===== src/ahbApb_config.svh =====
//##############################
// Bridge widths and address map. The APB window is three equal regions
// from AHB_APB_BASE upward, one region per peripheral.
//##############################
`ifndef AHB_APB_CONFIG_SVH
`define AHB_APB_CONFIG_SVH

// Data bus width. Only 32-bit transfers are supported.
`define AHB_APB_DATA_W 32

// Address bus width.
`define AHB_APB_ADDR_W 32

// Number of APB peripherals, also the Pselx width.
`define AHB_APB_NSLV 3

// First address of the bridge window.
`define AHB_APB_BASE 32'h8000_0000

// Size of each peripheral region.
`define AHB_APB_REGION 32'h0400_0000

`endif


===== src/ahbApbPkg.sv =====
//##############################
// Shared types of the bridge. The struct field widths come from
// the config header.
//##############################
`include "ahbApb_config.svh"

package ahbApbPkg;

	// AHB transfer type, encoded as on the bus.
	typedef enum logic [1:0]
	{
		IDLE   = 2'b00,
		BUSY   = 2'b01,
		NONSEQ = 2'b10,
		SEQ    = 2'b11
	} htransE;

	// APB sequencer states.
	typedef enum logic [2:0]
	{
		stIdle     = 3'b000,
		stWwait    = 3'b001,
		stRead     = 3'b010,
		stWrite    = 3'b011,
		stWriteP   = 3'b100,
		stRenable  = 3'b101,
		stWenable  = 3'b110,
		stWenableP = 3'b111
	} fsmStateE;

	// One AHB address phase.
	typedef struct packed
	{
		logic [`AHB_APB_ADDR_W-1:0] Haddr;
		htransE                     Htrans;
		logic                       Hwrite;
	} ahbReqS;

	// APB master outputs.
	typedef struct packed
	{
		logic [`AHB_APB_ADDR_W-1:0] Paddr;
		logic [`AHB_APB_DATA_W-1:0] Pwdata;
		logic                       Pwrite;
		logic [`AHB_APB_NSLV-1:0]   Pselx;
		logic                       Penable;
	} apbReqS;

endpackage


===== src/ahbSlaveInterface.sv =====
//##############################
// AHB-Lite slave side. Hsize, Hburst and Hresp are not handled.
// Addresses outside the three regions are not valid.
//##############################
`timescale 1ns/1ps
`include "ahbApb_config.svh"

module ahbSlaveInterface
(
	input  logic                         Hclk,
	input  logic                         Hresetn,
	input  ahbApbPkg::ahbReqS            ahbReq,
	input  logic [`AHB_APB_DATA_W-1:0]   Hwdata,
	input  logic                         Hreadyin,
	input  logic [`AHB_APB_DATA_W-1:0]   Prdata,
	output logic                         valid,
	output logic [`AHB_APB_NSLV-1:0]     tempselx,
	output logic [`AHB_APB_ADDR_W-1:0]   Haddr1,
	output logic [`AHB_APB_ADDR_W-1:0]   Haddr2,
	output logic [`AHB_APB_DATA_W-1:0]   Hwdata1,
	output logic [`AHB_APB_DATA_W-1:0]   Hwdata2,
	output logic                         Hwritereg,
	output logic [`AHB_APB_DATA_W-1:0]   Hrdata
);

	logic [`AHB_APB_ADDR_W-1:0] offset;
	logic                       inWindow;
	logic                       activeTrans;

	// Two-deep address and data shift, free running.
	always_ff @(posedge Hclk)
	begin
		Haddr1  <= ahbReq.Haddr;
		Haddr2  <= Haddr1;
		Hwdata1 <= Hwdata;
		Hwdata2 <= Hwdata1;
	end

	// Write flag of the last accepted address phase.
	always_ff @(posedge Hclk)
	begin
		if (!Hresetn)
		begin
			Hwritereg <= 1'b0;
		end
		else if (Hreadyin)
		begin
			Hwritereg <= ahbReq.Hwrite;
		end
	end

	assign offset = ahbReq.Haddr - `AHB_APB_BASE;

	assign inWindow = (ahbReq.Haddr >= `AHB_APB_BASE) &&
		(offset < `AHB_APB_NSLV * `AHB_APB_REGION);

	assign activeTrans = (ahbReq.Htrans == ahbApbPkg::NONSEQ) ||
		(ahbReq.Htrans == ahbApbPkg::SEQ);

	assign valid = Hreadyin && activeTrans && inWindow;

	// One-hot select from the region index.
	always_comb
	begin
		tempselx = '0;
		for (int i = 0; i < `AHB_APB_NSLV; i++)
		begin
			if (inWindow && (offset / `AHB_APB_REGION) == i)
			begin
				tempselx[i] = 1'b1;
			end
		end
	end

	assign Hrdata = Prdata; // Sampled by the master when Hreadyout is high.

endmodule


===== src/apbFsmController.sv =====
//##############################
// APB setup and enable sequencer. APB slaves have no wait states,
// so there is no Pready. Hreadyout is low from setup to enable.
//##############################
`timescale 1ns/1ps
`include "ahbApb_config.svh"

module apbFsmController
(
	input  logic                         Hclk,
	input  logic                         Hresetn,
	input  logic                         valid,
	input  ahbApbPkg::ahbReqS            ahbReq,
	input  logic [`AHB_APB_DATA_W-1:0]   Hwdata,
	input  logic [`AHB_APB_ADDR_W-1:0]   Haddr1,
	input  logic [`AHB_APB_ADDR_W-1:0]   Haddr2,
	input  logic [`AHB_APB_DATA_W-1:0]   Hwdata1,
	input  logic [`AHB_APB_DATA_W-1:0]   Hwdata2,
	input  logic                         Hwritereg,
	input  logic [`AHB_APB_NSLV-1:0]     tempselx,
	output ahbApbPkg::apbReqS            apbReq,
	output logic                         Hreadyout
);

	ahbApbPkg::fsmStateE state;
	ahbApbPkg::fsmStateE nextState;

	ahbApbPkg::apbReqS          apbNext;
	logic                       hreadyNext;
	logic [`AHB_APB_NSLV-1:0]   sel1;
	logic [`AHB_APB_NSLV-1:0]   sel2;

	// Select follows the address pipeline.
	always_ff @(posedge Hclk)
	begin
		sel1 <= tempselx;
		sel2 <= sel1;
	end

	always_ff @(posedge Hclk)
	begin
		if (!Hresetn)
		begin
			state <= ahbApbPkg::stIdle;
		end
		else
		begin
			state <= nextState;
		end
	end

	always_comb
	begin
		nextState = state;
		case (state)
			ahbApbPkg::stIdle,
			ahbApbPkg::stRenable,
			ahbApbPkg::stWenable:
			begin
				if (!valid)
					nextState = ahbApbPkg::stIdle;
				else if (ahbReq.Hwrite)
					nextState = ahbApbPkg::stWwait; // Data comes next cycle.
				else
					nextState = ahbApbPkg::stRead;
			end
			ahbApbPkg::stWwait:
			begin
				if (valid)
					nextState = ahbApbPkg::stWriteP;
				else
					nextState = ahbApbPkg::stWrite;
			end
			ahbApbPkg::stRead:
			begin
				nextState = ahbApbPkg::stRenable;
			end
			ahbApbPkg::stWrite:
			begin
				nextState = ahbApbPkg::stWenable;
			end
			ahbApbPkg::stWriteP:
			begin
				nextState = ahbApbPkg::stWenableP;
			end
			ahbApbPkg::stWenableP:
			begin
				if (Hwritereg)
					nextState = ahbApbPkg::stWrite;
				else
					nextState = ahbApbPkg::stRead;
			end
			default:
			begin
				nextState = ahbApbPkg::stIdle;
			end
		endcase
	end

	// Next value of the registered outputs, old value kept by default.
	always_comb
	begin
		apbNext    = apbReq;
		hreadyNext = Hreadyout;
		case (state)
			ahbApbPkg::stIdle,
			ahbApbPkg::stRenable,
			ahbApbPkg::stWenable:
			begin
				apbNext.Penable = 1'b0;
				if (valid && !ahbReq.Hwrite)
				begin
					apbNext.Paddr  = ahbReq.Haddr; // Read setup.
					apbNext.Pwrite = 1'b0;
					apbNext.Pselx  = tempselx;
					hreadyNext     = 1'b0;
				end
				else
				begin
					apbNext.Pselx = '0;
					hreadyNext    = 1'b1;
				end
			end
			ahbApbPkg::stWwait:
			begin
				apbNext.Paddr   = Haddr1;
				apbNext.Pwdata  = Hwdata;
				apbNext.Pwrite  = 1'b1;
				apbNext.Pselx   = sel1;
				apbNext.Penable = 1'b0;
				hreadyNext      = 1'b0;
			end
			ahbApbPkg::stRead,
			ahbApbPkg::stWrite:
			begin
				apbNext.Penable = 1'b1;
				hreadyNext      = 1'b1; // Transfer ends with the enable cycle.
			end
			ahbApbPkg::stWriteP:
			begin
				apbNext.Penable = 1'b1;
				hreadyNext      = 1'b0; // Pipelined transfer still pending.
			end
			ahbApbPkg::stWenableP:
			begin
				apbNext.Paddr   = Haddr2;
				apbNext.Pwdata  = Hwdata1; // Data lags its address by one stage.
				apbNext.Pwrite  = Hwritereg;
				apbNext.Pselx   = sel2;
				apbNext.Penable = 1'b0;
				hreadyNext      = 1'b0;
			end
			default:
			begin
				apbNext.Pselx   = '0;
				apbNext.Penable = 1'b0;
				hreadyNext      = 1'b1;
			end
		endcase
	end

	always_ff @(posedge Hclk)
	begin
		if (!Hresetn)
		begin
			apbReq.Pwrite  <= 1'b0;
			apbReq.Pselx   <= '0;
			apbReq.Penable <= 1'b0;
			Hreadyout      <= 1'b0;
		end
		else
		begin
			apbReq.Pwrite  <= apbNext.Pwrite;
			apbReq.Pselx   <= apbNext.Pselx;
			apbReq.Penable <= apbNext.Penable;
			Hreadyout      <= hreadyNext;
		end
	end

	// Address and write data carry no reset.
	always_ff @(posedge Hclk)
	begin
		apbReq.Paddr  <= apbNext.Paddr;
		apbReq.Pwdata <= apbNext.Pwdata;
	end

endmodule


===== src/ahbApbBridge.sv =====
//##############################
// AHB-Lite to APB bridge top. Hreadyin is expected to be
// tied to Hreadyout outside.
//##############################
`timescale 1ns/1ps
`include "ahbApb_config.svh"

module ahbApbBridge
(
	input  logic                         Hclk,
	input  logic                         Hresetn,
	input  ahbApbPkg::ahbReqS            ahbReq,
	input  logic [`AHB_APB_DATA_W-1:0]   Hwdata,
	input  logic                         Hreadyin,
	output logic                         Hreadyout,
	output logic [`AHB_APB_DATA_W-1:0]   Hrdata,
	output ahbApbPkg::apbReqS            apbReq,
	input  logic [`AHB_APB_DATA_W-1:0]   Prdata
);

	logic                       valid;
	logic [`AHB_APB_NSLV-1:0]   tempselx;
	logic [`AHB_APB_ADDR_W-1:0] Haddr1;
	logic [`AHB_APB_ADDR_W-1:0] Haddr2;
	logic [`AHB_APB_DATA_W-1:0] Hwdata1;
	logic [`AHB_APB_DATA_W-1:0] Hwdata2;
	logic                       Hwritereg;

	ahbSlaveInterface slaveIf
	(
		.Hclk      (Hclk),
		.Hresetn   (Hresetn),
		.ahbReq    (ahbReq),
		.Hwdata    (Hwdata),
		.Hreadyin  (Hreadyin),
		.Prdata    (Prdata),
		.valid     (valid),
		.tempselx  (tempselx),
		.Haddr1    (Haddr1),
		.Haddr2    (Haddr2),
		.Hwdata1   (Hwdata1),
		.Hwdata2   (Hwdata2),
		.Hwritereg (Hwritereg),
		.Hrdata    (Hrdata)
	);

	apbFsmController fsm
	(
		.Hclk      (Hclk),
		.Hresetn   (Hresetn),
		.valid     (valid),
		.ahbReq    (ahbReq),
		.Hwdata    (Hwdata),
		.Haddr1    (Haddr1),
		.Haddr2    (Haddr2),
		.Hwdata1   (Hwdata1),
		.Hwdata2   (Hwdata2),
		.Hwritereg (Hwritereg),
		.tempselx  (tempselx),
		.apbReq    (apbReq),
		.Hreadyout (Hreadyout)
	);

endmodule


===== config.mk =====
export PLATFORM = sky130hd
export DESIGN_NAME = ahbApbBridge
export DESIGN_NICKNAME = d
export VERILOG_FILES = /design/src/ahbApbPkg.sv /design/src/ahbSlaveInterface.sv /design/src/apbFsmController.sv /design/src/ahbApbBridge.sv
export VERILOG_INCLUDE_DIRS = /design/src /design/src/src
export SDC_FILE = /design/constraint.sdc
export NUM_CORES = 1
export LEC_CHECK = 0
export ABC_AREA = 0
export BUFFER_PORTS_ARGS = -buffer_cell sky130_fd_sc_hd__buf_2
export CAP_MARGIN = 20
export CORE_UTILIZATION = 40
export CTS_CLUSTER_SIZE = 24
export DETAILED_ROUTE_END_ITERATION = 6
export GPL_TIMING_DRIVEN = 0
export PLACE_DENSITY = 0.64
export SYNTH_ARGS = -nofsm -noshare
export SYNTH_HDL_FRONTEND = slang
export SYNTH_HIERARCHICAL = 1
export SYNTH_SLANG_ARGS = --single-unit
export TNS_END_PERCENT = 20

===== constraint.sdc =====
create_clock -name Hclk -period 5.46 [get_ports Hclk]
set_clock_uncertainty 0.1 [all_clocks]
set_input_delay 1.092 -clock Hclk [delete_from_list [all_inputs] [get_ports Hclk]]
set_output_delay 1.092 -clock Hclk [all_outputs]
set_load 0.005 [all_outputs]

==> impl_results.md, run 1 <==
* Post-Synthesis Cell Area at 6580 um^2
* H-tree levels at 4
* Worst Path Required at 5.49 ns
* Family with the most delay on the worst path: simple AND/OR/NAND/NOR gates
* Wirelength per Cell at 16.1 um
* R2R setup slack at 3.22 ns
* Post-CTS sizing at 0
* Port Buffers at 170
* CTS max path bufs at 2
* Vias at 4715
* Rows at 46
* Initial antenna violation count at 0
* Place WS at 1.31 ns
* Reg2reg path depth at 5
* End of the critical path: fsm/apbReq[68]
* CP Class: input port to flip-flop
* Final wirelength at 15200 um
* First-pass GRT wire length at 23200 um
* Max Transition Viols Final at 0
* Worst path bufs/invs at 3
* Startpoint types: input port
* Dpl hpwl at 10700 um
* Critical Path AT at 3.73 ns
* Syn Nets at 624
* Core region area at 15900 um^2
* # nets final at 815
* Crit-path most repeated cell: buf_2
* TNS Setup at 0 ns
* # clock sinks at 176
* Setup Buffers After CTS at 0
* Final Power at 0.00409 W
* Commonest cells after routing, fill and taps aside: buf_2 (187), dfxtp_1 (112), edfxtp_1 (64), a21oi_1 (44), buf_4 (37)
* # diodes at 0
* Total congestion overflow at 0
* Tcrit/Tclk final at 67.8%
* Area growth syn-to-layout at 27.1%
* Die W at 130 um
* Worst path max stage delay at 0.78 ns
* Slowest cell on the critical path: nor3_4
* GRT Util Overall at 18.1%
* Cells after synthesis at 522
* Routed Antenna Nets at 0
* Setup slack after layout at 1.76 ns
* Area of the die at 17000 um^2
* Most common cell after layout, fill and taps aside: buf_2
* Number of buffers created by CTS at 17
* Layout cells sized above 1 at 41.9%
* Status: finished, final reports clean
* Leakage at 3.53 nW
* PD cells at 489 nW/um^2
* Peak supply drop at 0.247 mV
* Starting DRT DRC Count at 217
* GP Congestion at 0.817
* Dpl cells at 910
* Unrepaired setup endpoints after global routing: false
* Critical R2R Launch: fsm/state[1]
* Initial DRT Pass Iterations at 4
* I/O Pins at 204
* Clock Latency Late Sink at 0.42 ns
* TritonCTS clock tree: done
* Vias per cell at 5.01
* DRC Markers at 0
* Worst min-delay path category: flip-flop to flip-flop
* CTS root buffer: clkbuf_16
* Setup crit end kind: flip-flop
* Final hold slack at 0.250 ns
* Worst-margin pin slew at 0.936 ns
* Die height at 130 um
* Critical Path Start: ahbReq[32]
* Max-cap violations at 0
* Initial core utilization at 41.2%
* Setup violators final at 0
* Max-slew headroom at 37.4%
* Largest net degree at the start of global routing at 26
* CTS clock-pin slew for the worst setup and hold paths at 0.07 ns
* Final hold vios at 0
* Reg2reg end: fsm/apbReq[68]
* Fmax at 270 MHz
* YS warnings at 6
* Critical path peak fanout at 19
* Crit. path cell count at 8
* Post-Layout Cell Count at 942
* Cts hold-fix bufs at 0
* Critical-path cell list: buf_2 -> or4b_4 -> a211oi_2 -> nor2b_1 -> buf_2 -> a21oi_1 -> nor3_4 -> buf_16
* Number of global-route vias before repair at 4711
* Synthesized area per cell at 12.6 um^2
* Minimum clock period at 3.70 ns
[state kept, by name, indices dropped and copies added, names as in the netlist]
name	cells
slaveIf/Hwritereg	1
slaveIf/Hwdata1	32
fsm/sel2	3
fsm/state	3
slaveIf/Haddr1	32
fsm/sel1	3
fsm/apbReq	69
slaveIf/Haddr2	32
fsm/Hreadyout	1
[layout make-up]
class	instances	area [um^2]
Buffer	68	445
Clock buffer	17	425
Clock inverter	15	173
Fill cell	1394	7590
Inverter	20	75.1
Multi-Input combinational cell	258	1900
Sequential cell	176	4160
Tap cell	216	270
Timing Repair Buffer	172	906
[through the flow]
step	cell area, um^2	utilization [%]
6_report	8360	52.4
2_1_floorplan	6580	-
3_5_place_dp	7760	48.7
5_1_grt	8360	52.4
4_1_cts	8360	52.4
3_3_place_gp	7700	48.3
[how the worst min path moves through the flow]
stage / start / to / slack [ns] / cells past startpoint
after floorplan: fsm/sel1[0] / fsm/sel2[0] / 0.23 / 0
after global placement: slaveIf/Haddr1[8] / slaveIf/Haddr2[8] / 0.23 / 0
after detailed placement: slaveIf/Haddr1[16] / slaveIf/Haddr2[16] / 0.24 / 0
after CTS: fsm/sel1[0] / fsm/sel2[0] / 0.25 / 0
after global routing: slaveIf/Haddr1[16] / slaveIf/Haddr2[16] / 0.26 / 0
final: slaveIf/Haddr1[5] / slaveIf/Haddr2[5] / 0.25 / 0
[where the power goes]
| group | switching (W) | leakage, nW | internal (W) | total (W) |
|---|---|---|---|---|
| Combinational | 0.000686 | 1.72 | 0.000477 | 0.00116 |
| Clock | 0.000539 | 0.289 | 0.000690 | 0.00123 |
| Sequential | 0.0000551 | 1.52 | 0.00164 | 0.00169 |
| Total | 0.00128 | 3.53 | 0.00281 | 0.00409 |
[routing by layer]
layer	part of all wire [%]	routed length [um]	GRT usage (%)
met1	43	6500	20.5
met3	6.7	1020	4.76
met4	0.92	140	8.76
met2	50	7520	31.7
met5	0	0	0
No activity file was read; power rests on OpenSTA's default activity.
==> inputs of run 2 (changes only) <==
--- a/config.mk
+++ b/config.mk
@@ -6,14 +6,14 @@
 export SDC_FILE = /design/constraint.sdc
 export NUM_CORES = 1
 export LEC_CHECK = 0
-export ABC_AREA = 0
+export ABC_AREA = 1
 export BUFFER_PORTS_ARGS = -buffer_cell sky130_fd_sc_hd__buf_2
 export CAP_MARGIN = 20
 export CORE_UTILIZATION = 40
 export CTS_CLUSTER_SIZE = 24
 export DETAILED_ROUTE_END_ITERATION = 6
 export GPL_TIMING_DRIVEN = 0
-export PLACE_DENSITY = 0.64
+export PLACE_DENSITY = 0.68
 export SYNTH_ARGS = -nofsm -noshare
 export SYNTH_HDL_FRONTEND = slang
 export SYNTH_HIERARCHICAL = 1
==> constraint.sdc (replaced) <==
create_clock -name Hclk -period 3.4 [get_ports Hclk]
set_clock_uncertainty 0.1 [all_clocks]
set_input_delay 0.68 -clock Hclk [delete_from_list [all_inputs] [get_ports Hclk]]
set_output_delay 0.68 -clock Hclk [all_outputs]
set_load 0.005 [all_outputs]
==> impl_results.md, run 2 <==
* Area of the die at 15100 um^2
* YS warnings at 6
* Minimum clock period at 2.49 ns
* Worst min-delay path category: flip-flop to flip-flop
* Final hold vios at 0
* CTS max path bufs at 2
* Worst Path Required at 3.34 ns
* Die height at 123 um
* Routed Antenna Nets at 0
* Initial antenna violation count at 0
* Wirelength per Cell at 12.9 um
* Cts hold-fix bufs at 0
* Post-CTS sizing at 0
* Final Power at 0.00592 W
* GP Congestion at 0.749
* Biggest register: fsm/apbReq
* Startpoint types: input port
* Synthesized area per cell at 10.8 um^2
* Most common cell after layout, fill and taps aside: nand2_1
* # nets final at 834
* Initial DRT Pass Iterations at 5
* Status: finished, final reports clean
* GRT Util Overall at 16.2%
* WL met2 at 5730 um
* Met1 wire length at 5000 um
* Critical path peak fanout at 33
* Setup Buffers After CTS at 0
* Number of global-route vias before repair at 3942
* Fmax at 402 MHz
* I/O Pins at 204
* Total congestion overflow at 0
* Reg2reg path depth at 7
* R2R setup slack at 1.28 ns
* Tcrit/Tclk final at 73.1%
* Routed length on met3 at 1010 um
* Highest routed metal layer: met4
* Max-cap violations at 0
* Number of buffers created by CTS at 17
* TritonCTS clock tree: done
* Clock Latency Late Sink at 0.42 ns
* Dpl hpwl at 8530 um
* Layout cells sized above 1 at 35.2%
* # clock sinks at 176
* Commonest cells after routing, fill and taps aside: nand2_1 (218), buf_2 (176), dfxtp_1 (112), edfxtp_1 (64), nand3_1 (36)
* Port Buffers at 170
* Leakage at 3.52 nW
* Unrepaired setup endpoints after global routing: false
* Setup violators final at 0
* Initial core utilization at 41.5%
* First-pass GRT wire length at 18300 um
* Vias at 4224
* CP Class: input port to flip-flop
* CTS root buffer: clkbuf_16
* Max-slew headroom at 44.1%
* Largest net degree at the start of global routing at 34
* # diodes at 0
* Final hold slack at 0.247 ns
* Setup crit end kind: flip-flop
* Post-Synthesis Cell Area at 5850 um^2
* Final wirelength at 11900 um
* Vias per cell at 4.57
* Peak supply drop at 0.564 mV
* Max Transition Viols Final at 0
* Area growth syn-to-layout at 29.8%
* Core region area at 14100 um^2
* Starting DRT DRC Count at 234
* Rows at 43
* DRC Markers at 0
* Syn Nets at 644
* Die W at 123 um
* CTS clock-pin slew for the worst setup and hold paths at 0.06 ns
* Critical Path AT at 2.43 ns
* PD cells at 779 nW/um^2
* Worst-margin pin slew at 0.836 ns
* Cells after synthesis at 542
* TNS Setup at 0 ns
* H-tree levels at 4
* Worst Hold Path Cells at 0
* Max FFs per register at 69
-- run 2: layout make-up --
class / count / area, um^2
fillers: 1219 / 6510
clock buffers: 21 / 460
flip-flops and latches: 176 / 4160
well taps: 180 / 225
plain buffers: 51 / 383
repair buffers: 171 / 878
multi-input cells: 296 / 1230
inverters: 19 / 71.3
clock inverters: 11 / 176
-- run 2: metal layers --
metal	vias up	GRT usage (%)
met4	0	7.32
met5	-	0
met3	17	5.90
met1	1927	18.4
met2	197	27.1
li1	2083	-
-- run 2: power by group --
part	total, W	switching [W]	internal [W]
Sequential	0.00270	0.0000913	0.00261
Clock	0.00205	0.000779	0.00128
Combinational	0.00116	0.000705	0.000454
Total	0.00592	0.00157	0.00434
-- run 2: final timing paths --
path                       from            endpoint
max                  ahbReq[34]      fsm/apbReq[44]
min          slaveIf/Haddr1[12]  slaveIf/Haddr2[12]
max reg2reg        fsm/state[2]       fsm/apbReq[5]
min reg2reg  slaveIf/Haddr1[12]  slaveIf/Haddr2[12]
-- run 2: through the flow --
step	setup slack [ns]	utilization, %	instances	area [um^2]
3_3_place_gp	0.0138	49.1	892	6920
4_1_cts	0.926	53.8	925	7590
5_1_grt	0.718	53.8	925	7590
2_1_floorplan	0.785	-	542	5850
6_report	0.914	53.8	925	7590
3_5_place_dp	0.467	49.3	893	6950
-- run 2: worst max-delay path, stage by stage --
cell     delay (ns)
buf_2          0.10
inv_1          0.05
nor2_2         0.09
nand2_2        0.08
nor2_1         0.18
inv_1          0.09
nor2_1         0.29
nand3_1        0.20
nand2_2        0.65
==> inputs of run 3 (changes only) <==
--- a/config.mk
+++ b/config.mk
@@ -13,7 +13,7 @@
 export CTS_CLUSTER_SIZE = 24
 export DETAILED_ROUTE_END_ITERATION = 6
 export GPL_TIMING_DRIVEN = 0
-export PLACE_DENSITY = 0.68
+export PLACE_DENSITY = 0.65
 export SYNTH_ARGS = -nofsm -noshare
 export SYNTH_HDL_FRONTEND = slang
 export SYNTH_HIERARCHICAL = 1
==> constraint.sdc (replaced) <==
create_clock -name Hclk -period 2.3 [get_ports Hclk]
set_clock_uncertainty 0.1 [all_clocks]
set_input_delay 0.46 -clock Hclk [delete_from_list [all_inputs] [get_ports Hclk]]
set_output_delay 0.46 -clock Hclk [all_outputs]
set_load 0.005 [all_outputs]
==> impl_results.md, run 3 (synthesis gave the netlist of run 2 again) <==
* Status: finished, final reports clean
* Commonest cells after routing, fill and taps aside: nand2_1 (218), buf_2 (176), dfxtp_1 (112), edfxtp_1 (64), nand3_1 (36)
* Minimum clock period at 2.10 ns
* Layout cells sized above 1 at 35.3%
* NetSw at 0.00240 W
* Startpoint types: flip-flop
* Biggest register: fsm/apbReq
* CP Class: flip-flop to flip-flop
* Setup violators final at 0
* Worst Path Required at 2.32 ns
* DRC Markers at 0
* Final Power at 0.00865 W
* Core region area at 14100 um^2
* Dpl hpwl at 8920 um
* Reg2reg path depth at 6
* R2R setup slack at 0.20 ns
* Most common cell after layout, fill and taps aside: nand2_1
* Unrepaired setup endpoints after global routing: false
* Port Buffers at 170
* Number of buffers created by CTS at 17
* # clock sinks at 176
* Met2 usage at 28.6%
* Area growth syn-to-layout at 29.5%
* Routed Antenna Nets at 0
* Wirelength per Cell at 13.4 um
* Initial antenna violation count at 0
* CTS max path bufs at 2
* P_int at 0.00625 W
* Number of global-route vias before repair at 3940
* Max-cap violations at 0
* Rows at 43
* TNS Setup at 0 ns
* Setup crit end kind: flip-flop
* Worst Hold Launch: ahbReq[13]
* Die W at 123 um
* Clock Latency Late Sink at 0.42 ns
* Initial DRT Pass Iterations at 4
* Cts hold-fix bufs at 0
* Worst-margin pin slew at 0.493 ns
* Peak supply drop at 0.703 mV
* Vias per cell at 4.59
* GP Congestion at 0.776
* Sequential power share at 46.1%
* Tcrit/Tclk final at 91.3%
* Worst min-delay path category: input port to flip-flop
* Vias at 4244
* Die height at 123 um
* Starting DRT DRC Count at 262
* GRT Util Overall at 16.8%
* GR peak layer: met2
* Area of the die at 15100 um^2
* First-pass GRT wire length at 18900 um
* Final wirelength at 12400 um
* Final hold slack at 0.0491 ns
* Fmax at 476 MHz
* CTS root buffer: clkbuf_16
* Total congestion overflow at 0
* Max FFs per register at 69
* # diodes at 0
* Initial core utilization at 41.5%
* M3 GR Usage at 5.54%
* CTS clock-pin slew for the worst setup and hold paths at 0.07 ns
* PD cells at 1140 nW/um^2
* Worst Hold Path Cells at 1
* Max-slew headroom at 67.1%
* Leakage at 3.52 nW
* Critical Path AT at 2.12 ns
* # nets final at 834
* Critical R2R Launch: fsm/state[0]
* H-tree levels at 4
* Clock power share at 33.9%
* Hold path endpoint: slaveIf/Haddr1[10]
* Reg2reg end: fsm/apbReq[19]
* Final Util at 53.7%
* Critical path peak fanout at 23
* Met1 Use GR at 19.2%
* Max Transition Viols Final at 0
* TritonCTS clock tree: done
* Switching share of power at 27.7%
* Part of the power in combinational logic at 20.1%
* Largest net degree at the start of global routing at 34
* I/O Pins at 204
* Final hold vios at 0
-- run 3: changes by cell type in the layout (fill, tap and decap cells not counted), sizes merged --
| cell | change |
|---|---|
| clkbuf | -1 |
| bufinv | -2 |
| inv | +4 |
| clkinv | -1 |
-- run 3: worst max-delay path: stages, from the launching register on --
cell and delay, ns:
dfxtp_1 0.47, nand3_4 0.20, inv_2 0.16, nor2_4 0.08
buf_4 0.18, inv_1 0.37, buf_16 0.23
-- run 3: worst max path at each step --
stage / start / end / slack [ns] / cells past startpoint
global route: fsm/state[1] / fsm/apbReq[15] / 0.05 / 7
floorplan: ahbReq[34] / fsm/apbReq[37] / 0.19 / 8
CTS: fsm/state[0] / fsm/apbReq[21] / 0.17 / 6
detailed placement: ahbReq[34] / fsm/apbReq[60] / -0.47 / 9
global placement: ahbReq[34] / fsm/apbReq[41] / -0.40 / 9
finish: fsm/state[0] / fsm/apbReq[19] / 0.20 / 6
-- run 3: area by class of cell --
| type | count | area [um^2] |
|---|---|---|
| well taps | 180 | 225 |
| plain buffers | 51 | 383 |
| fillers | 1221 | 6520 |
| multi-input cells | 296 | 1240 |
| flip-flops and latches | 176 | 4160 |
| clock buffers | 20 | 468 |
| clock inverters | 12 | 146 |
| repair buffers | 171 | 878 |
| inverters | 19 | 71.3 |
-- run 3: stage by stage --
| step | setup slack [ns] | area (um^2) | cells |
|---|---|---|---|
| floorplan | 0.194 | 5850 | 542 |
| global placement | -0.400 | 6930 | 892 |
| detailed placement | -0.468 | 6950 | 893 |
| CTS | 0.166 | 7570 | 925 |
| global route | 0.0473 | 7570 | 925 |
| finish | 0.201 | 7570 | 925 |
-- run 3: timing repair --
item                                    4_1_cts  5_1_grt
gates resized for setup                       1        0
buffers inserted                              0        0
endpoints found under the setup margin       26        0
-- run 3: power groups by stage --
stage / clock [W] / combinational (W) / sequential, W
after detailed placement: 0 / 0.00176 / 0.00406
final: 0.00293 / 0.00174 / 0.00399
after global placement: 0 / 0.00167 / 0.00406
after global routing: 0.00313 / 0.00196 / 0.00403
after floorplan: 0 / 0.000931 / 0.00409
after CTS: 0.00300 / 0.00177 / 0.00399
-- run 3: layer usage --
metal | part of all wire [%] | wire (um)
met3 | 8.2 | 1020
met1 | 41 | 5090
met2 | 49 | 6050
met4 | 1.9 | 235
met5 | 0 | 0
